[config.mk]
export PLATFORM = sky130hd
export DESIGN_NAME = tiaTop
export DESIGN_NICKNAME = d
export VERILOG_FILES = /design/src/source/tiaPkg.sv /design/src/source/tiaBusDecode.sv /design/src/source/tiaBeamCounter.sv /design/src/source/tiaObjectRegisters.sv /design/src/source/tiaPlayerPixel.sv /design/src/source/tiaPixelPriority.sv /design/src/source/tiaCollisionRead.sv /design/src/source/tiaTop.sv
export VERILOG_INCLUDE_DIRS = /design/src /design/src/source
export SDC_FILE = /design/constraint.sdc
export NUM_CORES = 1
export LEC_CHECK = 0
export BUFFER_PORTS_ARGS = -buffer_cell sky130_fd_sc_hd__clkbuf_2
export CAP_MARGIN = 0
export CORE_UTILIZATION = 52
export DETAILED_ROUTE_END_ITERATION = 7
export PLACE_DENSITY = 0.79
export SLEW_MARGIN = 20
export SYNTH_ARGS = -nofsm -noshare
export SYNTH_HDL_FRONTEND = slang
export SYNTH_SLANG_ARGS = --single-unit
[constraint.sdc]
create_clock -name MASTERCLK -period 6.85 [get_ports MASTERCLK]
set_input_delay 2.055 -clock MASTERCLK [delete_from_list [all_inputs] [get_ports MASTERCLK]]
set_output_delay 2.055 -clock MASTERCLK [all_outputs]
set_load 0.02 [all_outputs]
[src/source/tia_macros.svh]
// --------------------------------------------------------------------------
// Register map and beam timing constants for the video core
// Write and read addresses, line timing, playfield and player spans
// --------------------------------------------------------------------------
`ifndef TIA_MACROS_SVH
`define TIA_MACROS_SVH

// Line timing in color clocks
`define TIA_LINE_LENGTH  8'd228
`define TIA_HBLANK_END   8'd68
`define TIA_HSYNC_START  8'd20
`define TIA_HSYNC_END    8'd36
`define TIA_WSYNC_GUARD  8'd2
`define TIA_BLANK_PIXEL  8'd227

// Object geometry
`define TIA_PF_HALF      6'd20
`define TIA_OBJ_SPAN     9'd72

// Write addresses
`define TIA_WSYNC   6'h02
`define TIA_NUSIZ0  6'h04
`define TIA_NUSIZ1  6'h05
`define TIA_COLUP0  6'h06
`define TIA_COLUP1  6'h07
`define TIA_COLUPF  6'h08
`define TIA_COLUBK  6'h09
`define TIA_CTRLPF  6'h0A
`define TIA_REFP0   6'h0B
`define TIA_REFP1   6'h0C
`define TIA_PF0     6'h0D
`define TIA_PF1     6'h0E
`define TIA_PF2     6'h0F
`define TIA_RESP0   6'h10
`define TIA_RESP1   6'h11
`define TIA_GRP0    6'h1B
`define TIA_GRP1    6'h1C
`define TIA_CXCLR   6'h2C

// Read addresses
`define TIA_CXP0FB  6'h02
`define TIA_CXP1FB  6'h03
`define TIA_CXPPMM  6'h07

`endif

[src/source/tiaPkg.sv]
// --------------------------------------------------------------------------
// Shared types of the video core
// Bus, beam, color and object widths
// --------------------------------------------------------------------------
package tiaPkg;

   // Bus side
   typedef logic [5:0] tiaAddrT;
   typedef logic [7:0] busDataT;

   // Beam position
   typedef logic [7:0] hCountT;
   typedef logic [7:0] pixelNumT;

   // Indexed color value
   typedef logic [7:0] colorT;

   // Playfield bits in display order, left half only
   typedef logic [19:0] pfGraphicT;

   // Player objects
   typedef logic [7:0] playerGraphicT;
   typedef logic [2:0] playerSizeT;

   // bit0 player0/playfield, bit1 player1/playfield, bit2 player0/player1
   typedef logic [2:0] collisionT;

endpackage

[src/source/tiaBusDecode.sv]
// --------------------------------------------------------------------------
// Bus decode
// One registered strobe per write address, registered write data
// and registered read data
// --------------------------------------------------------------------------
`timescale 1ns/1ns
`include "tia_macros.svh"

module tiaBusDecode import tiaPkg::*; (
   input  logic    MASTERCLK,
   input  logic    collisionLatchReset,
   input  logic    CS,
   input  logic    R_W_n,
   input  tiaAddrT A,
   input  busDataT Din,
   input  busDataT readValue,
   output logic    wsyncStrobe,
   output logic    nusiz0Strobe,
   output logic    nusiz1Strobe,
   output logic    colup0Strobe,
   output logic    colup1Strobe,
   output logic    colupfStrobe,
   output logic    colubkStrobe,
   output logic    ctrlpfStrobe,
   output logic    refp0Strobe,
   output logic    refp1Strobe,
   output logic    pf0Strobe,
   output logic    pf1Strobe,
   output logic    pf2Strobe,
   output logic    resp0Strobe,
   output logic    resp1Strobe,
   output logic    grp0Strobe,
   output logic    grp1Strobe,
   output logic    cxclrStrobe,
   output busDataT wrData,
   output tiaAddrT readAddr,
   output busDataT Dout
);
   logic writeCycle;
   logic readCycle;

   assign writeCycle = CS && !R_W_n;
   assign readCycle  = CS && R_W_n;

   // Collision mux looks up the read address in the same cycle
   assign readAddr = A;

   always_ff @(posedge MASTERCLK, posedge collisionLatchReset) begin
      if (collisionLatchReset) begin
         wsyncStrobe  <= 1'b0;
         nusiz0Strobe <= 1'b0;
         nusiz1Strobe <= 1'b0;
         colup0Strobe <= 1'b0;
         colup1Strobe <= 1'b0;
         colupfStrobe <= 1'b0;
         colubkStrobe <= 1'b0;
         ctrlpfStrobe <= 1'b0;
         refp0Strobe  <= 1'b0;
         refp1Strobe  <= 1'b0;
         pf0Strobe    <= 1'b0;
         pf1Strobe    <= 1'b0;
         pf2Strobe    <= 1'b0;
         resp0Strobe  <= 1'b0;
         resp1Strobe  <= 1'b0;
         grp0Strobe   <= 1'b0;
         grp1Strobe   <= 1'b0;
         cxclrStrobe  <= 1'b0;
         wrData       <= '0;
         Dout         <= '0;
      end else begin
         wsyncStrobe  <= writeCycle && (A == `TIA_WSYNC);
         nusiz0Strobe <= writeCycle && (A == `TIA_NUSIZ0);
         nusiz1Strobe <= writeCycle && (A == `TIA_NUSIZ1);
         colup0Strobe <= writeCycle && (A == `TIA_COLUP0);
         colup1Strobe <= writeCycle && (A == `TIA_COLUP1);
         colupfStrobe <= writeCycle && (A == `TIA_COLUPF);
         colubkStrobe <= writeCycle && (A == `TIA_COLUBK);
         ctrlpfStrobe <= writeCycle && (A == `TIA_CTRLPF);
         refp0Strobe  <= writeCycle && (A == `TIA_REFP0);
         refp1Strobe  <= writeCycle && (A == `TIA_REFP1);
         pf0Strobe    <= writeCycle && (A == `TIA_PF0);
         pf1Strobe    <= writeCycle && (A == `TIA_PF1);
         pf2Strobe    <= writeCycle && (A == `TIA_PF2);
         resp0Strobe  <= writeCycle && (A == `TIA_RESP0);
         resp1Strobe  <= writeCycle && (A == `TIA_RESP1);
         grp0Strobe   <= writeCycle && (A == `TIA_GRP0);
         grp1Strobe   <= writeCycle && (A == `TIA_GRP1);
         cxclrStrobe  <= writeCycle && (A == `TIA_CXCLR);
         // Data travels alongside its strobe
         wrData       <= Din;
         // Unmapped addresses already come back as zero
         Dout         <= readCycle ? readValue : '0;
      end
   end

endmodule

[src/source/tiaBeamCounter.sv]
// --------------------------------------------------------------------------
// Horizontal beam counter
// Sync and blank decode, visible pixel index, WSYNC hold on RDY
// --------------------------------------------------------------------------
`timescale 1ns/1ns
`include "tia_macros.svh"

module tiaBeamCounter import tiaPkg::*; (
   input  logic     MASTERCLK,
   input  logic     collisionLatchReset,
   input  logic     wsyncStrobe,
   output logic     HSYNC,
   output logic     HBLANK,
   output pixelNumT pixelNum,
   output logic     RDY
);
   hCountT hCount;
   logic   lineEnd;
   logic   wsyncHold;

   assign lineEnd = (hCount == (`TIA_LINE_LENGTH - 8'd1));

   always_ff @(posedge MASTERCLK, posedge collisionLatchReset) begin
      if (collisionLatchReset) begin
         hCount    <= '0;
         wsyncHold <= 1'b0;
      end else begin
         hCount <= lineEnd ? '0 : hCount + 8'd1;
         // Hold lasts until the line wraps
         if (lineEnd) begin
            wsyncHold <= 1'b0;
         end else if (wsyncStrobe && !wsyncHold) begin
            wsyncHold <= 1'b1;
         end
      end
   end

   assign HSYNC  = (hCount >= `TIA_HSYNC_START) && (hCount < `TIA_HSYNC_END);
   assign HBLANK = (hCount < `TIA_HBLANK_END);

   // Blank pixels park at a fixed index
   assign pixelNum = HBLANK ? `TIA_BLANK_PIXEL : hCount - `TIA_HBLANK_END;

   // Stall only past the first few counts of the line
   assign RDY = !(wsyncHold && (hCount > `TIA_WSYNC_GUARD));

endmodule

[src/source/tiaObjectRegisters.sv]
// --------------------------------------------------------------------------
// Software-written object state
// Playfield, player, color and control registers
// --------------------------------------------------------------------------
`timescale 1ns/1ns

module tiaObjectRegisters import tiaPkg::*; (
   input  logic          MASTERCLK,
   input  logic          collisionLatchReset,
   input  logic          nusiz0Strobe,
   input  logic          nusiz1Strobe,
   input  logic          colup0Strobe,
   input  logic          colup1Strobe,
   input  logic          colupfStrobe,
   input  logic          colubkStrobe,
   input  logic          ctrlpfStrobe,
   input  logic          refp0Strobe,
   input  logic          refp1Strobe,
   input  logic          pf0Strobe,
   input  logic          pf1Strobe,
   input  logic          pf2Strobe,
   input  logic          resp0Strobe,
   input  logic          resp1Strobe,
   input  logic          grp0Strobe,
   input  logic          grp1Strobe,
   input  busDataT       wrData,
   input  pixelNumT      pixelNum,
   output pfGraphicT     pfGraphic,
   output logic          pfReflect,
   output logic          pfScoreMode,
   output logic          pfPriority,
   output colorT         pfColor,
   output colorT         bgColor,
   output colorT         player0Color,
   output colorT         player1Color,
   output pixelNumT      player0Pos,
   output pixelNumT      player1Pos,
   output playerSizeT    player0Size,
   output playerSizeT    player1Size,
   output playerGraphicT player0Graphic,
   output playerGraphicT player1Graphic,
   output logic          player0Reflect,
   output logic          player1Reflect
);
   playerGraphicT grp0Data;
   playerGraphicT grp1Data;

   always_ff @(posedge MASTERCLK, posedge collisionLatchReset) begin
      if (collisionLatchReset) begin
         pfGraphic      <= '0;
         pfReflect      <= 1'b0;
         pfScoreMode    <= 1'b0;
         pfPriority     <= 1'b0;
         pfColor        <= '0;
         bgColor        <= '0;
         player0Color   <= '0;
         player1Color   <= '0;
         player0Pos     <= '0;
         player1Pos     <= '0;
         player0Size    <= '0;
         player1Size    <= '0;
         grp0Data       <= '0;
         grp1Data       <= '0;
         player0Reflect <= 1'b0;
         player1Reflect <= 1'b0;
      end else begin
         if (nusiz0Strobe) player0Size <= wrData[2:0];
         if (nusiz1Strobe) player1Size <= wrData[2:0];
         if (colup0Strobe) player0Color <= wrData;
         if (colup1Strobe) player1Color <= wrData;
         if (colupfStrobe) pfColor <= wrData;
         if (colubkStrobe) bgColor <= wrData;
         if (ctrlpfStrobe) begin
            pfReflect   <= wrData[0];
            pfScoreMode <= wrData[1];
            pfPriority  <= wrData[2];
         end
         if (refp0Strobe) player0Reflect <= wrData[3];
         if (refp1Strobe) player1Reflect <= wrData[3];
         // PF0 uses its high nibble, PF1 is stored MSB first
         if (pf0Strobe) pfGraphic[3:0] <= wrData[7:4];
         if (pf1Strobe) pfGraphic[11:4] <= {<<{wrData}};
         if (pf2Strobe) pfGraphic[19:12] <= wrData;
         if (resp0Strobe) player0Pos <= pixelNum;
         if (resp1Strobe) player1Pos <= pixelNum;
         if (grp0Strobe) grp0Data <= wrData;
         if (grp1Strobe) grp1Data <= wrData;
      end
   end

   // Index 0 is the first pixel drawn, D7 unless reflected
   assign player0Graphic = player0Reflect ? grp0Data : {<<{grp0Data}};
   assign player1Graphic = player1Reflect ? grp1Data : {<<{grp1Data}};

endmodule

[src/source/tiaPlayerPixel.sv]
// --------------------------------------------------------------------------
// Player pixel test
// Copy pattern, stretch and window check for one player
// --------------------------------------------------------------------------
`timescale 1ns/1ns
`include "tia_macros.svh"

module tiaPlayerPixel import tiaPkg::*; (
   input  pixelNumT      pixelNum,
   input  pixelNumT      objPos,
   input  playerSizeT    objSize,
   input  playerGraphicT objGraphic,
   output logic          pixelOn
);
   logic [7:0] objIndex;
   logic [8:0] slotBit;
   logic [8:0] copyMask;
   logic [2:0] bitSel;
   logic       copyOn;
   logic       inWindow;

   // Drawing starts one pixel after the position
   assign objIndex = pixelNum - objPos - 8'd1;

   // Which 8-pixel slot of the window this pixel falls in
   assign slotBit = 9'd1 << objIndex[7:3];

   always_comb begin
      case (objSize)
         3'd0: copyMask = 9'b0_0000_0001;
         3'd1: copyMask = 9'b0_0000_0101;
         3'd2: copyMask = 9'b0_0001_0001;
         3'd3: copyMask = 9'b0_0001_0101;
         3'd4: copyMask = 9'b1_0000_0001;
         3'd5: copyMask = 9'b0_0000_0011;
         3'd6: copyMask = 9'b1_0001_0001;
         default: copyMask = 9'b0_0000_1111;
      endcase
   end

   // Double and quad widths repeat each bit
   always_comb begin
      case (objSize)
         3'd5: bitSel = objIndex[3:1];
         3'd7: bitSel = objIndex[4:2];
         default: bitSel = objIndex[2:0];
      endcase
   end

   assign copyOn   = |(copyMask & slotBit);
   assign inWindow = (pixelNum > objPos) &&
                     ({1'b0, pixelNum} <= ({1'b0, objPos} + `TIA_OBJ_SPAN));
   assign pixelOn  = inWindow && copyOn && objGraphic[bitSel];

endmodule

[src/source/tiaPixelPriority.sv]
// --------------------------------------------------------------------------
// Playfield pixel test and final color selection
// Repeat or reflect of the right half, score colors, object priority
// --------------------------------------------------------------------------
`timescale 1ns/1ns
`include "tia_macros.svh"

module tiaPixelPriority import tiaPkg::*; (
   input  pixelNumT  pixelNum,
   input  logic      HBLANK,
   input  pfGraphicT pfGraphic,
   input  logic      pfReflect,
   input  logic      pfScoreMode,
   input  logic      pfPriority,
   input  colorT     pfColor,
   input  colorT     bgColor,
   input  colorT     player0Color,
   input  colorT     player1Color,
   input  logic      player0On,
   input  logic      player1On,
   output logic      pfOn,
   output colorT     COLOROUT
);
   logic [5:0] pfIndex;
   logic [5:0] rightIndex;
   logic [4:0] pfSel;
   logic       leftHalf;
   colorT      pfShownColor;
   colorT      pixelColor;

   // Each playfield bit covers four pixels
   assign pfIndex  = pixelNum[7:2];
   assign leftHalf = (pfIndex < `TIA_PF_HALF);

   assign rightIndex = pfReflect ? (6'd2 * `TIA_PF_HALF - 6'd1) - pfIndex
                                 : pfIndex - `TIA_PF_HALF;
   assign pfSel = leftHalf ? pfIndex[4:0] : rightIndex[4:0];

   // Blank index lands outside both halves
   assign pfOn = !HBLANK && pfGraphic[pfSel];

   // Score mode paints each half in its player's color
   always_comb begin
      if (!pfScoreMode) begin
         pfShownColor = pfColor;
      end else if (leftHalf) begin
         pfShownColor = player0Color;
      end else begin
         pfShownColor = player1Color;
      end
   end

   always_comb begin
      if (pfPriority && pfOn) begin
         pixelColor = pfShownColor;
      end else if (player0On) begin
         pixelColor = player0Color;
      end else if (player1On) begin
         pixelColor = player1Color;
      end else if (pfOn) begin
         pixelColor = pfShownColor;
      end else begin
         pixelColor = bgColor;
      end
   end

   assign COLOROUT = HBLANK ? '0 : pixelColor;

endmodule

[src/source/tiaCollisionRead.sv]
// --------------------------------------------------------------------------
// Collision latches and bus read multiplexer
// --------------------------------------------------------------------------
`timescale 1ns/1ns
`include "tia_macros.svh"

module tiaCollisionRead import tiaPkg::*; (
   input  logic    MASTERCLK,
   input  logic    collisionLatchReset,
   input  logic    cxclrStrobe,
   input  logic    HBLANK,
   input  logic    player0On,
   input  logic    player1On,
   input  logic    pfOn,
   input  tiaAddrT readAddr,
   output busDataT readValue
);
   collisionT collisionLatch;
   collisionT collisionNow;

   assign collisionNow = {player0On && player1On, player1On && pfOn, player0On && pfOn};

   always_ff @(posedge MASTERCLK, posedge collisionLatchReset) begin
      if (collisionLatchReset) begin
         collisionLatch <= '0;
      end else if (cxclrStrobe) begin
         collisionLatch <= '0;
      end else if (!HBLANK) begin
         // Sticky until cleared by software
         collisionLatch <= collisionLatch | collisionNow;
      end
   end

   // Flag sits in bit 7, the rest reads as zero
   always_comb begin
      case (readAddr)
         `TIA_CXP0FB: readValue = {collisionLatch[0], 7'b0};
         `TIA_CXP1FB: readValue = {collisionLatch[1], 7'b0};
         `TIA_CXPPMM: readValue = {collisionLatch[2], 7'b0};
         default: readValue = '0;
      endcase
   end

endmodule

[src/source/tiaTop.sv]
// --------------------------------------------------------------------------
// Video core top level
// Bus decode, beam counter, object state, pixel tests and collisions
// --------------------------------------------------------------------------
`timescale 1ns/1ns

module tiaTop import tiaPkg::*; (
   input  logic    MASTERCLK,
   input  logic    collisionLatchReset,
   input  logic    CS,
   input  logic    R_W_n,
   input  tiaAddrT A,
   input  busDataT Din,
   output busDataT Dout,
   output logic    RDY,
   output logic    HSYNC,
   output logic    HBLANK,
   output colorT   COLOROUT
);
   logic wsyncStrobe, nusiz0Strobe, nusiz1Strobe, colup0Strobe, colup1Strobe;
   logic colupfStrobe, colubkStrobe, ctrlpfStrobe, refp0Strobe, refp1Strobe;
   logic pf0Strobe, pf1Strobe, pf2Strobe, resp0Strobe, resp1Strobe;
   logic grp0Strobe, grp1Strobe, cxclrStrobe;
   busDataT       wrData, readValue;
   tiaAddrT       readAddr;
   pixelNumT      pixelNum, player0Pos, player1Pos;
   pfGraphicT     pfGraphic;
   logic          pfReflect, pfScoreMode, pfPriority;
   colorT         pfColor, bgColor, player0Color, player1Color;
   playerSizeT    player0Size, player1Size;
   playerGraphicT player0Graphic, player1Graphic;
   logic          player0On, player1On, pfOn;

   tiaBusDecode busDecode (.*);

   tiaBeamCounter beamCounter (.*);

   // Reflect flags are folded into the player graphics
   tiaObjectRegisters objectRegisters (
      .*,
      .player0Reflect(),
      .player1Reflect()
   );

   tiaPlayerPixel player0Test (
      .pixelNum  (pixelNum),
      .objPos    (player0Pos),
      .objSize   (player0Size),
      .objGraphic(player0Graphic),
      .pixelOn   (player0On)
   );

   tiaPlayerPixel player1Test (
      .pixelNum  (pixelNum),
      .objPos    (player1Pos),
      .objSize   (player1Size),
      .objGraphic(player1Graphic),
      .pixelOn   (player1On)
   );

   tiaPixelPriority pixelPriority (.*);

   tiaCollisionRead collisionRead (.*);

endmodule

# Word level (Yosys, flattened, before mapping)
# Index checks and enable logic that the tools add are counted.
totals:
  wordCells: 175
  out_inout_bits: 19
  in_bits: 18
  ff_bits: 141
op_classes:
  n_reduce_logical: 43
  magnitude_cmp: 12
  addsub: 10
  bitwise: 3
  muxes: 29
  shifts: 2
  eq_ne: 35
op_table:
  columns: ["cell", "count"]
  rows:
  - ["one-hot mux 9 bit (7 select lines)", 2]
  - ["2-to-1 mux 8 bit", 12]
  - ["== test 6 x 4 -> 1 bit (second input constant)", 8]
  - ["logical AND 1 bit", 34]
  - ["== test 3 bit (second input constant)", 8]
  - ["== test 6 x 3 -> 1 bit (second input constant)", 4]
  - ["== test 6 x 5 -> 1 bit (second input constant)", 4]
  - ["one-hot mux 8 bit (3 select lines)", 1]
  - ["adder 8 x 7 -> 9 bit (second input constant)", 2]
  - ["AND 9 bit", 2]
  - ["less-or-equal comparator 8 x 9 -> 1 bit", 2]
  - ["OR reduction 9 bit", 2]
  - ["left shift 1 x 5 -> 9 bit (first input constant)", 2]
  - ["greater-than comparator 8 bit", 2]
  - ["subtractor 8 x 1 -> 8 bit (second input constant)", 2]
  - ["subtractor 8 bit", 2]
  - ["== test 3 x 2 -> 1 bit (second input constant)", 4]
  - ["== test 6 x 2 -> 1 bit (second input constant)", 2]
  - ["one-hot mux 3 bit (2 select lines)", 2]
  - ["2-to-1 mux 5 bit", 2]
  - ["adder 8 x 1 -> 8 bit (second input constant)", 1]
  - ["== test 8 bit (second input constant)", 1]
  - [">= comparator 8 x 5 -> 1 bit (second input constant)", 1]
  - ["greater-than comparator 8 x 2 -> 1 bit (second input constant)", 1]
  - ["other kinds (19)", 31]

# Depth between registers and ports, before layout
# Gate-level depths: netlist of the first run.
logic_depth:
  word_depth: 13
  mapped_depth: 23
  mapped_depth_nobuf: 19

# Cells and area by module
# A second synthesis of the first run with hierarchy kept.
unflattened:
  cells_unflattened: 814
  hier_area_um2: 8789.7
modules_own_cells:
  columns: ["module", "cells_per_inst", "instances", "area_each_um2", "seq_area_each_um2"]
  rows:
  - ["tiaObjectRegisters", 222, 1, 3777.4, 2377.3]
  - ["tiaPlayerPixel", 111, 2, 828.3, 0.0]
  - ["tiaPixelPriority", 187, 1, 1275.0, 0.0]
  - ["tiaBusDecode", 81, 1, 1178.6, 850.8]
  - ["tiaBeamCounter", 77, 1, 695.7, 225.2]
  - ["tiaCollisionRead", 25, 1, 206.4, 75.1]

# Worst setup path after synthesis of the first run
# No wires, ideal clock.
synth_timing:
  path_type: "reg2out"
  start: "reg beamCounter.hCount[2]"
  end: "out COLOROUT[0]"
  setup_slack_ns: -0.734
  stages_incl_launch_ff: 22
  path_buffers: 3
  t_arrival_ns: 5.529
  t_required_ns: 4.795
  path_cell_list: "dfrtp_1 > clkbuf_1 > inv_1 > ha_1 > nor4b_4 > nor2_2 > inv_2 > buf_1 > nor2_1 > inv_1 > ha_1 > fa_1 > xnor2_1 > o32ai_1 > nor2_1 > mux2_2 > o221ai_1 > o22ai_1 > or2_2 > buf_1 > nor3_1 > a32o_1"
synth_via:
  elab_chain_cells: 13
  elab_cells_between_ends: 46
  cone_classes: "add/sub (7); order compare (6); shift (2); mux (18); bitwise (2); reduce/logical (11)"
synth_rtl:
  columns: ["element", "line", "text"]
  rows:
  - ["from (decl)", "tiaBeamCounter.sv:17", "hCountT hCount;"]
  - ["from (signal assigned)", "tiaBeamCounter.sv:28", "hCount <= lineEnd ? '0 : hCount + 8'd1;"]
  - ["less-than comparator 8 x 7 -> 1 bit (no source line) (*)", null, null]
  - ["named net HBLANK", "tiaTop.sv:17", "output logic HBLANK,"]
  - ["2-to-1 mux 8 bit (no source line) (*)", null, null]
  - ["named net beamCounter.pixelNum[0]", "tiaBeamCounter.sv:14", "output pixelNumT pixelNum,"]
  - ["parallel branches: the longest is 8 deep, another holds subtractor 8 bit", null, null]
  - ["2-to-1 mux 8 bit (*)", "tiaPixelPriority.sv:56", "end else if (player0On) begin"]
  - ["2-to-1 mux 8 bit (*)", "tiaPixelPriority.sv:54", "if (pfPriority && pfOn) begin"]
  - ["2-to-1 mux 8 bit (*)", "tiaPixelPriority.sv:67", "assign COLOROUT = HBLANK ? '0 : pixelColor;"]
  - ["to (decl)", "tiaTop.sv:18", "output colorT COLOROUT"]
# Mark *: on every way through the listed nets, which the timed path passes. The select of a mux whose other input is x is not followed.

# Worst setup path in the final report of the first run
layout_timing:
  start: "reg beamCounter.hCount[3]"
  end: "out COLOROUT[1]"
layout_via:
  elab_chain_cells: 13
  elab_cells_between_ends: 46
  cone_classes: "add/sub (7); order compare (6); shift (2); mux (18); bitwise (2); reduce/logical (11)"
layout_rtl:
  columns: ["element", "line"]
  rows:
  - ["less-than comparator 8 x 7 -> 1 bit (no source line) (*)", null]
  - ["2-to-1 mux 8 bit (no source line) (*)", null]
  - ["named net beamCounter.pixelNum[0]", "tiaBeamCounter.sv:14"]
  - ["parallel branches: the longest is 8 deep, another holds subtractor 8 bit", null]
  - ["2-to-1 mux 8 bit (*)", "tiaPixelPriority.sv:56"]
  - ["2-to-1 mux 8 bit (*)", "tiaPixelPriority.sv:54"]
  - ["2-to-1 mux 8 bit (*)", "tiaPixelPriority.sv:67"]
# Marked as above.

==> summary.txt, run 1 <==
Clock tree
  • Clk sink count: 134
  • H-tree levels: 4
  • Clk_lat worst skew: 0.42 ns
  • Clk slew on worst S/H paths: 0.06 ns
  • Clk root buf: clkbuf_16
  • Clock buffer depth: 2
  • CTS buffer count: 17
  • Hold_buf cts: 0
  • CTS tree: done

STA
  • Tmin final: 6.85 ns
  • Worst hold slack: 0.446 ns
  • Rel. slew slack: 50.6%
  • Final hold vios: 0
  • Max-slew violations: 0
  • Clk_skew: 0.0141 ns
  • Highest Clock Rate: 146 MHz
  • RSZ-0062 raised after global routing: true
  • Least-Margin Pin Slew: 0.735 ns
  • Period utilization: 100%
  • Final setup viols: 0

Critical path
  • CP peak stage delay: 0.50 ns
  • Critical path class: register to output port
  • Arr. time, crit path: 4.79 ns
  • Top delay family on crit path: simple AND/OR/NAND/NOR gates
  • Crit path cell chain: inv_2 > ha_4 > nor4b_4 > nor2_4 > inv_2 > nor2_4 > inv_2 > ha_4 > fa_2 > xnor2_2 > a211oi_2 > a21oi_2 > buf_4 > mux4_2 > o211a_1 > a211oi_2 > nand4bb_4 > inv_6 > or3_1 > a32o_2 > buf_4
  • Crit path buffers/inverters: 6
  • CP Launch Type: register
  • Worst path required time: 4.80 ns
  • Most used cell, CP: inv_2
  • Capturing element type of the critical path: output port
  • Slowest CP cell: mux4_2
  • Crit-path max FO: 10

Global route
  • Vias in the first global route: 6,996
  • Initial antenna violation count: 0
  • Total track usage: 26.0%
  • Largest net degree at the start of global routing: 82
  • GR Overflow Total: 0
  • Global-route wire length before repair: 35.8 mm

Synthesis
  • Sequential area share after synthesis: 38.5%
  • Gate Count Post-Synth: 921
  • Synth top area cells: dfrtp_1 (38%), mux2_2 (9.8%), ha_1 (5.5%)
  • EDFF count, synth: 0
  • Synthesized area: 8720 um^2
  • Ys flop type: dfrtp_1
  • Count leader, synth: dfrtp_1
  • Commonest cells in the netlist: dfrtp_1 (134), nor2_1 (79), nand2_1 (77)
  • Synthesized area per cell: 9.46 um^2
  • Fraction of registers with async set/reset: 100%
  • Yosys top cell area share: 38.5%
  • #FFs+latches synth: 134
  • Leading area contributor after synthesis: dfrtp_1
  • Distinct cells, synth: 87
  • Ys Warns: 0

Die
  • Core box area: 16,100 um^2
  • Die area: 17,300 um^2
  • Die height: 131 um
  • Die W: 131 um
  • Initial core utilization: 54.1%
  • Rows: 46
  • # IOs: 37

Job
  • Max Cap Violations: 0

Power
  • Pleak: 4.36 nW
  • Peak VDD IR: 0.198 mV
  • Pwr Total: 2.13 mW
  • Pwr/cell area: 212 nW/um^2

Finish
  • Area Overhead vs Synth: 15.3%
  • Final layout net count: 1,015
  • Antenna diode count: 0
  • Share of layout cells above drive strength 1: 27.0%
  • Finished Layout Cells: 1,186

Detailed routing
  • DR WL/cell: 18.7 um
  • Total Wirelength: 22.2 mm
  • Final ANT Viol Nets: 0
  • First-pass detailed-route iteration total: 5
  • Initial drt markers: 792
  • DRC: 0
  • Average via count per standard cell: 6.19
  • Vias: 7,347

Placed design
  • Placed cell count: 1,134
  • Hpwl dp: 14.9 mm
  • GPL Wtd Cong: 0.904
  • # port buffers: 29

Status
  • Status: completed

Hold path
  • Min-Delay Path Class: register to register
## cell type report
cell class                 instances  area [um^2]
multi-input combinational        685         5170
fill                            1269         6070
timing repair buffer              70          470
clock buffer                      17          425
sequential                       134         3360
tap                              216          270
inverter                          49          194
clock inverter                    15          161
## power breakdown
part / switching [mW] / internal [mW] / total, mW / leakage, nW
combinational: 0.171 / 0.144 / 0.316 / 2.27
clock: 0.402 / 0.517 / 0.919 / 0.281
sequential: 0.0541 / 0.840 / 0.894 / 1.80
total: 0.628 / 1.50 / 2.13 / 4.36
## sequential cells by signal, summed over array words and instances, names as in the netlist, 3 cells and up
| name | cells |
|---|---|
| beamCounter.hCount | 8 |
| objectRegisters.player1Color | 8 |
| objectRegisters.player1Size | 3 |
| objectRegisters.pfColor | 8 |
| objectRegisters.grp0Data | 8 |
| objectRegisters.player0Color | 8 |
| collisionRead.collisionLatch | 3 |
| objectRegisters.grp1Data | 8 |
| objectRegisters.pfGraphic | 20 |
| busDecode.wrData | 8 |
| objectRegisters.player0Pos | 8 |
| objectRegisters.player1Pos | 8 |
| objectRegisters.bgColor | 8 |
| objectRegisters.player0Size | 3 |
## metal layers
| layer | share of wire (%) | vias to the layer above | global-route usage (%) |
|---|---|---|---|
| li1 | - | 3428 | - |
| met3 | 7.2 | 47 | 5.56 |
| met1 | 43 | 3560 | 35.0 |
| met5 | 0 | - | 0 |
| met2 | 47 | 312 | 40.6 |
| met4 | 2.4 | 0 | 10.9 |
## per-stage QoR
stage	utilization (%)	setup slack (ns)	cell area (um^2)	TNS, ns
final	62.3	0.00109	10000	0
after global routing	62.3	-0.131	10000	-0.956
after CTS	61.0	0.000109	9830	0
after detailed placement	56.4	0.00805	9080	0
after global placement	56.3	0.181	9080	0
after floorplan	-	0.0140	8790	0
## placed cells by master, fill, tap and decap left out, drive strengths merged, types with 6 or more instances in the layout
| cell type | n |
|---|---|
| nand2b | 6 |
| or3 | 12 |
| clkbuf | 41 |
| mux2i | 15 |
| inv | 58 |
| and3 | 8 |
| a211oi | 8 |
| o21ai | 44 |
| ha | 38 |
| o2111ai | 6 |
| nor2b | 10 |
| buf | 46 |
| nand3 | 49 |
| nor3b | 6 |
| nand4 | 8 |
| nand2 | 77 |
| dfrtp | 134 |
| a21oi | 37 |
| nand3b | 6 |
| xnor2 | 16 |
| nor3 | 24 |
| xor2 | 6 |
| nor2 | 80 |
| nor4 | 9 |
| o22ai | 11 |
| a31oi | 11 |
| a32o | 8 |
| mux2 | 77 |
| o211ai | 7 |
| conb | 7 |
| o21a | 12 |
| or2 | 6 |
## worst reg2reg max path, stage by stage, from the launching register on
cell	delay, ns
dfrtp_1	0.37
inv_2	0.06
ha_4	0.18
nor4b_4	0.14
nor2_4	0.13
inv_2	0.07
nor2_4	0.16
inv_2	0.09
ha_4	0.17
fa_2	0.41
xnor2_2	0.22
a211oi_2	0.11
a21oi_2	0.19
buf_4	0.17
mux4_2	0.50
o211a_1	0.13
a211oi_2	0.21
nand4bb_4	0.24
inv_6	0.07
a31oi_1	0.22
nor2_1	0.06
## cells by family (layout without fill, tap and decap cells)
kind of cell	Yosys count	count (layout)	synth area share [%]
AOI/OAI and AO/OA	205	205	17.1
xor gates and xnor gates	22	22	2.30
adders and majority gates	40	40	5.91
buffers and inverters	108	151	5.40
DFF	134	134	38.5
muxes	96	96	12.7
other	1	7	0.0430
and+or+nand+nor	315	315	18.1
## path summary, 6_finish.rpt
| kind | startpoint | to | slack, ns | cells past startpoint |
|---|---|---|---|---|
| worst max-delay path | beamCounter.hCount[3] | COLOROUT[1] | 0.001 | 21 |
| worst min-delay path | busDecode.cxclrStrobe | collisionRead.collisionLatch[1] | 0.45 | 1 |
| worst max register to register | beamCounter.hCount[3] | collisionRead.collisionLatch[2] | 2.84 | 20 |
| worst min register to register | busDecode.cxclrStrobe | collisionRead.collisionLatch[1] | 0.45 | 1 |
| max in group asynchronous | collisionLatchReset | objectRegisters.player0Pos[4] | 3.95 | 3 |
| min in group asynchronous | collisionLatchReset | beamCounter.wsyncHold | 1.75 | 2 |
## timing repair
action	4_1_cts	5_1_grt
gates resized for setup	19	41
endpoints found under the setup margin	8	8
setup buffers	8	12
pin swaps	3	16
Note: power is estimated with default switching activity, not from simulation.
==> run 2: changes to the inputs <==
==> constraint.sdc (replaced) <==
create_clock -name MASTERCLK -period 6.85 [get_ports MASTERCLK]
set_input_delay 2.055 -clock MASTERCLK [delete_from_list [all_inputs] [get_ports MASTERCLK]]
set_output_delay 2.055 -clock MASTERCLK [all_outputs]
set_load 0.01 [all_outputs]
==> summary.txt, run 2 (same netlist as run 1, synthesis figures left out) <==
Status
  • Status: completed

Clock tree
  • Clk slew on worst S/H paths: 0.06 ns (about the same)
  • Hold_buf cts: 0 (unchanged)
  • Clk_lat worst skew: 0.43 ns (about the same)
  • H-tree levels: 4 (unchanged)
  • CTS buffer count: 17 (unchanged)
  • CTS tree: done
  • Clk sink count: 134 (unchanged)
  • Clk root buf: clkbuf_16
  • Clock buffer depth: 2 (unchanged)

Global route
  • Initial antenna violation count: 1 (+1)
  • Met2 GRT Util: 44.8% (+4.2 points)
  • Vias in the first global route: 7,237 (+3.4%)
  • Most Crowded Layer GR: met2
  • GR Overflow Total: 0 (unchanged)
  • Largest net degree at the start of global routing: 86 (+4.9%)
  • Total track usage: 27.4% (+1.4 points)
  • Global-route wire length before repair: 37.5 mm (+4.7%)
  • GRT met3 Usage: 4.24% (-1.3 points)
  • Global-route track usage on met1: 35.9% (+0.88 points)

Die
  • Die height: 131 um (unchanged)
  • Core box area: 16,100 um^2 (unchanged)
  • Rows: 46 (unchanged)
  • Die W: 131 um (unchanged)
  • Die area: 17,300 um^2 (unchanged)
  • # IOs: 37 (unchanged)
  • Initial core utilization: 54.1% (unchanged)

STA
  • Max-slew violations: 0 (unchanged)
  • Worst hold slack: 0.466 ns (+0.0200 ns)
  • Final setup viols: 0 (unchanged)
  • Final hold vios: 0 (unchanged)
  • Highest Clock Rate: 147 MHz (+0.87%)
  • Period utilization: 99.1% (-0.86 points)
  • Clk_skew: 0.00907 ns (-0.00502 ns)
  • RSZ-0062 raised after global routing: true
  • Least-Margin Pin Slew: 0.771 ns (+0.0353 ns)
  • Rel. slew slack: 48.6% (-1.9 points)
  • Tmin final: 6.79 ns (-0.0588 ns)

Detailed routing
  • Total Wirelength: 23.6 mm (+6.6%)
  • Final ANT Viol Nets: 0 (unchanged)
  • DRC: 0 (unchanged)
  • Average via count per standard cell: 6.32 (+2.0%)
  • DR WL/cell: 19.8 um (+5.9%)
  • Vias: 7,547 (+2.7%)
  • First-pass detailed-route iteration total: 5 (unchanged)
  • Initial drt markers: 828 (+4.5%)

Placed design
  • Placed Instance Area: 9100 um^2 (+0.18%)
  • Hpwl dp: 15.1 mm (+1.4%)
  • GPL Wtd Cong: 0.903 (about the same)
  • # port buffers: 29 (unchanged)
  • Placed cell count: 1,139 (+0.44%)

Power
  • Pwr/cell area: 217 nW/um^2 (+2.6%)
  • Pwr Total: 2.23 mW (+4.9%)
  • Pleak: 4.45 nW (+2.1%)
  • Peak VDD IR: 0.242 mV (+23%)

Critical path
  • Crit-path max FO: 10 (unchanged)
  • Critical path class: register to output port
  • CP Launch Type: register
  • Capturing element type of the critical path: output port
  • Worst path required time: 4.80 ns (about the same)
  • Arr. time, crit path: 4.74 ns (-0.05 ns)

Finish
  • Final Cell Area: 10,300 um^2 (+2.3%)
  • Final layout net count: 1,022 (+0.69%)
  • Final Core Density: 63.8% (+1.4 points)
  • Area Overhead vs Synth: 17.9%
  • Largest register by flop count: objectRegisters.pfGraphic
  • Max FFs per register: 20 (unchanged)
  • Finished Layout Cells: 1,194 (+0.67%)
  • Most frequent cells in the layout: dfrtp_1 (133), nand2_1 (77), mux2_2 (75), nor2_1 (74), nand3_1 (48)
  • Commonest non-fill, non-tap cell in the layout: dfrtp_1
  • Share of layout cells above drive strength 1: 27.5% (+0.52 points)

Job
  • Max Cap Violations: 0 (unchanged)

Hold path
  • Min-Delay Path Class: register to register
## run 2: changes by cell type in the layout (fill, tap and decap cells not counted), moves of 3 or more
cell	change
a32o_1	+6
buf_2	+3
nor3_1	-4
a32o_2	-6
## run 2: stage by stage
step | setup WS [ns] | setup TNS [ns]
after detailed placement | 0.165 | 0
final | 0.0599 | 0
after global routing | -0.0920 | -0.476
after floorplan | 0.0152 | 0
after CTS | 0.00576 | 0
after global placement | 0.183 | 0
## run 2: path summary, 6_finish.rpt
kind / start / endpoint / slack (ns) / cells after the start
max in group asynchronous: collisionLatchReset / busDecode.wrData[1] / 3.96 / 3
min: busDecode.cxclrStrobe / collisionRead.collisionLatch[2] / 0.47 / 1
min in group asynchronous: collisionLatchReset / busDecode.wsyncStrobe / 1.76 / 2
min reg2reg: busDecode.cxclrStrobe / collisionRead.collisionLatch[2] / 0.47 / 1
max: beamCounter.hCount[2] / COLOROUT[5] / 0.06 / 20
max reg2reg: beamCounter.hCount[2] / collisionRead.collisionLatch[2] / 2.86 / 20
## run 2: where the power goes
| part | switching, mW | internal, mW | leakage (nW) |
|---|---|---|---|
| Clock | 0.406 | 0.602 | 0.317 |
| Sequential | 0.0559 | 0.840 | 1.80 |
| Combinational | 0.181 | 0.149 | 2.33 |
| Total | 0.643 | 1.59 | 4.45 |
## run 2: timing repair
| item | CTS | global route |
|---|---|---|
| hold endpoints to repair | 0 | 0 |
| resized for setup | 19 | 59 |
| pin swaps | 7 | 33 |
| endpoints found under the setup margin | 8 | 8 |
| buffers inserted | 5 | 17 |
## run 2: critical path, cell delays in order, from the launching register on
cell	delay (ns)
dfrtp_1	0.36
inv_2	0.06
ha_4	0.15
nor4b_4	0.14
nor2_4	0.14
inv_2	0.07
nor2_4	0.19
inv_2	0.10
ha_4	0.17
fa_2	0.41
xnor2_4	0.22
a211oi_2	0.11
a21oi_4	0.23
mux4_2	0.53
o211a_1	0.13
a211oi_2	0.24
nand4bb_4	0.26
inv_6	0.07
or3_1	0.31
a32o_2	0.28
buf_2	0.14
## run 2: final cells by class
type                    count  area (um^2)
clock inverters            14          204
well taps                 216          270
flip-flops and latches    134         3350
multi-input cells         685         5280
clock buffers              18          439
diodes                      1         2.50
repair buffers             77          526
fillers                  1262         5840
inverters                  49          198
## run 2: per-layer routing
| metal | part of all wire, % | up-vias |
|---|---|---|
| li1 | - | 3433 |
| met5 | 0 | - |
| met4 | 3.2 | 0 |
| met3 | 6.8 | 70 |
| met1 | 41 | 3698 |
| met2 | 49 | 346 |
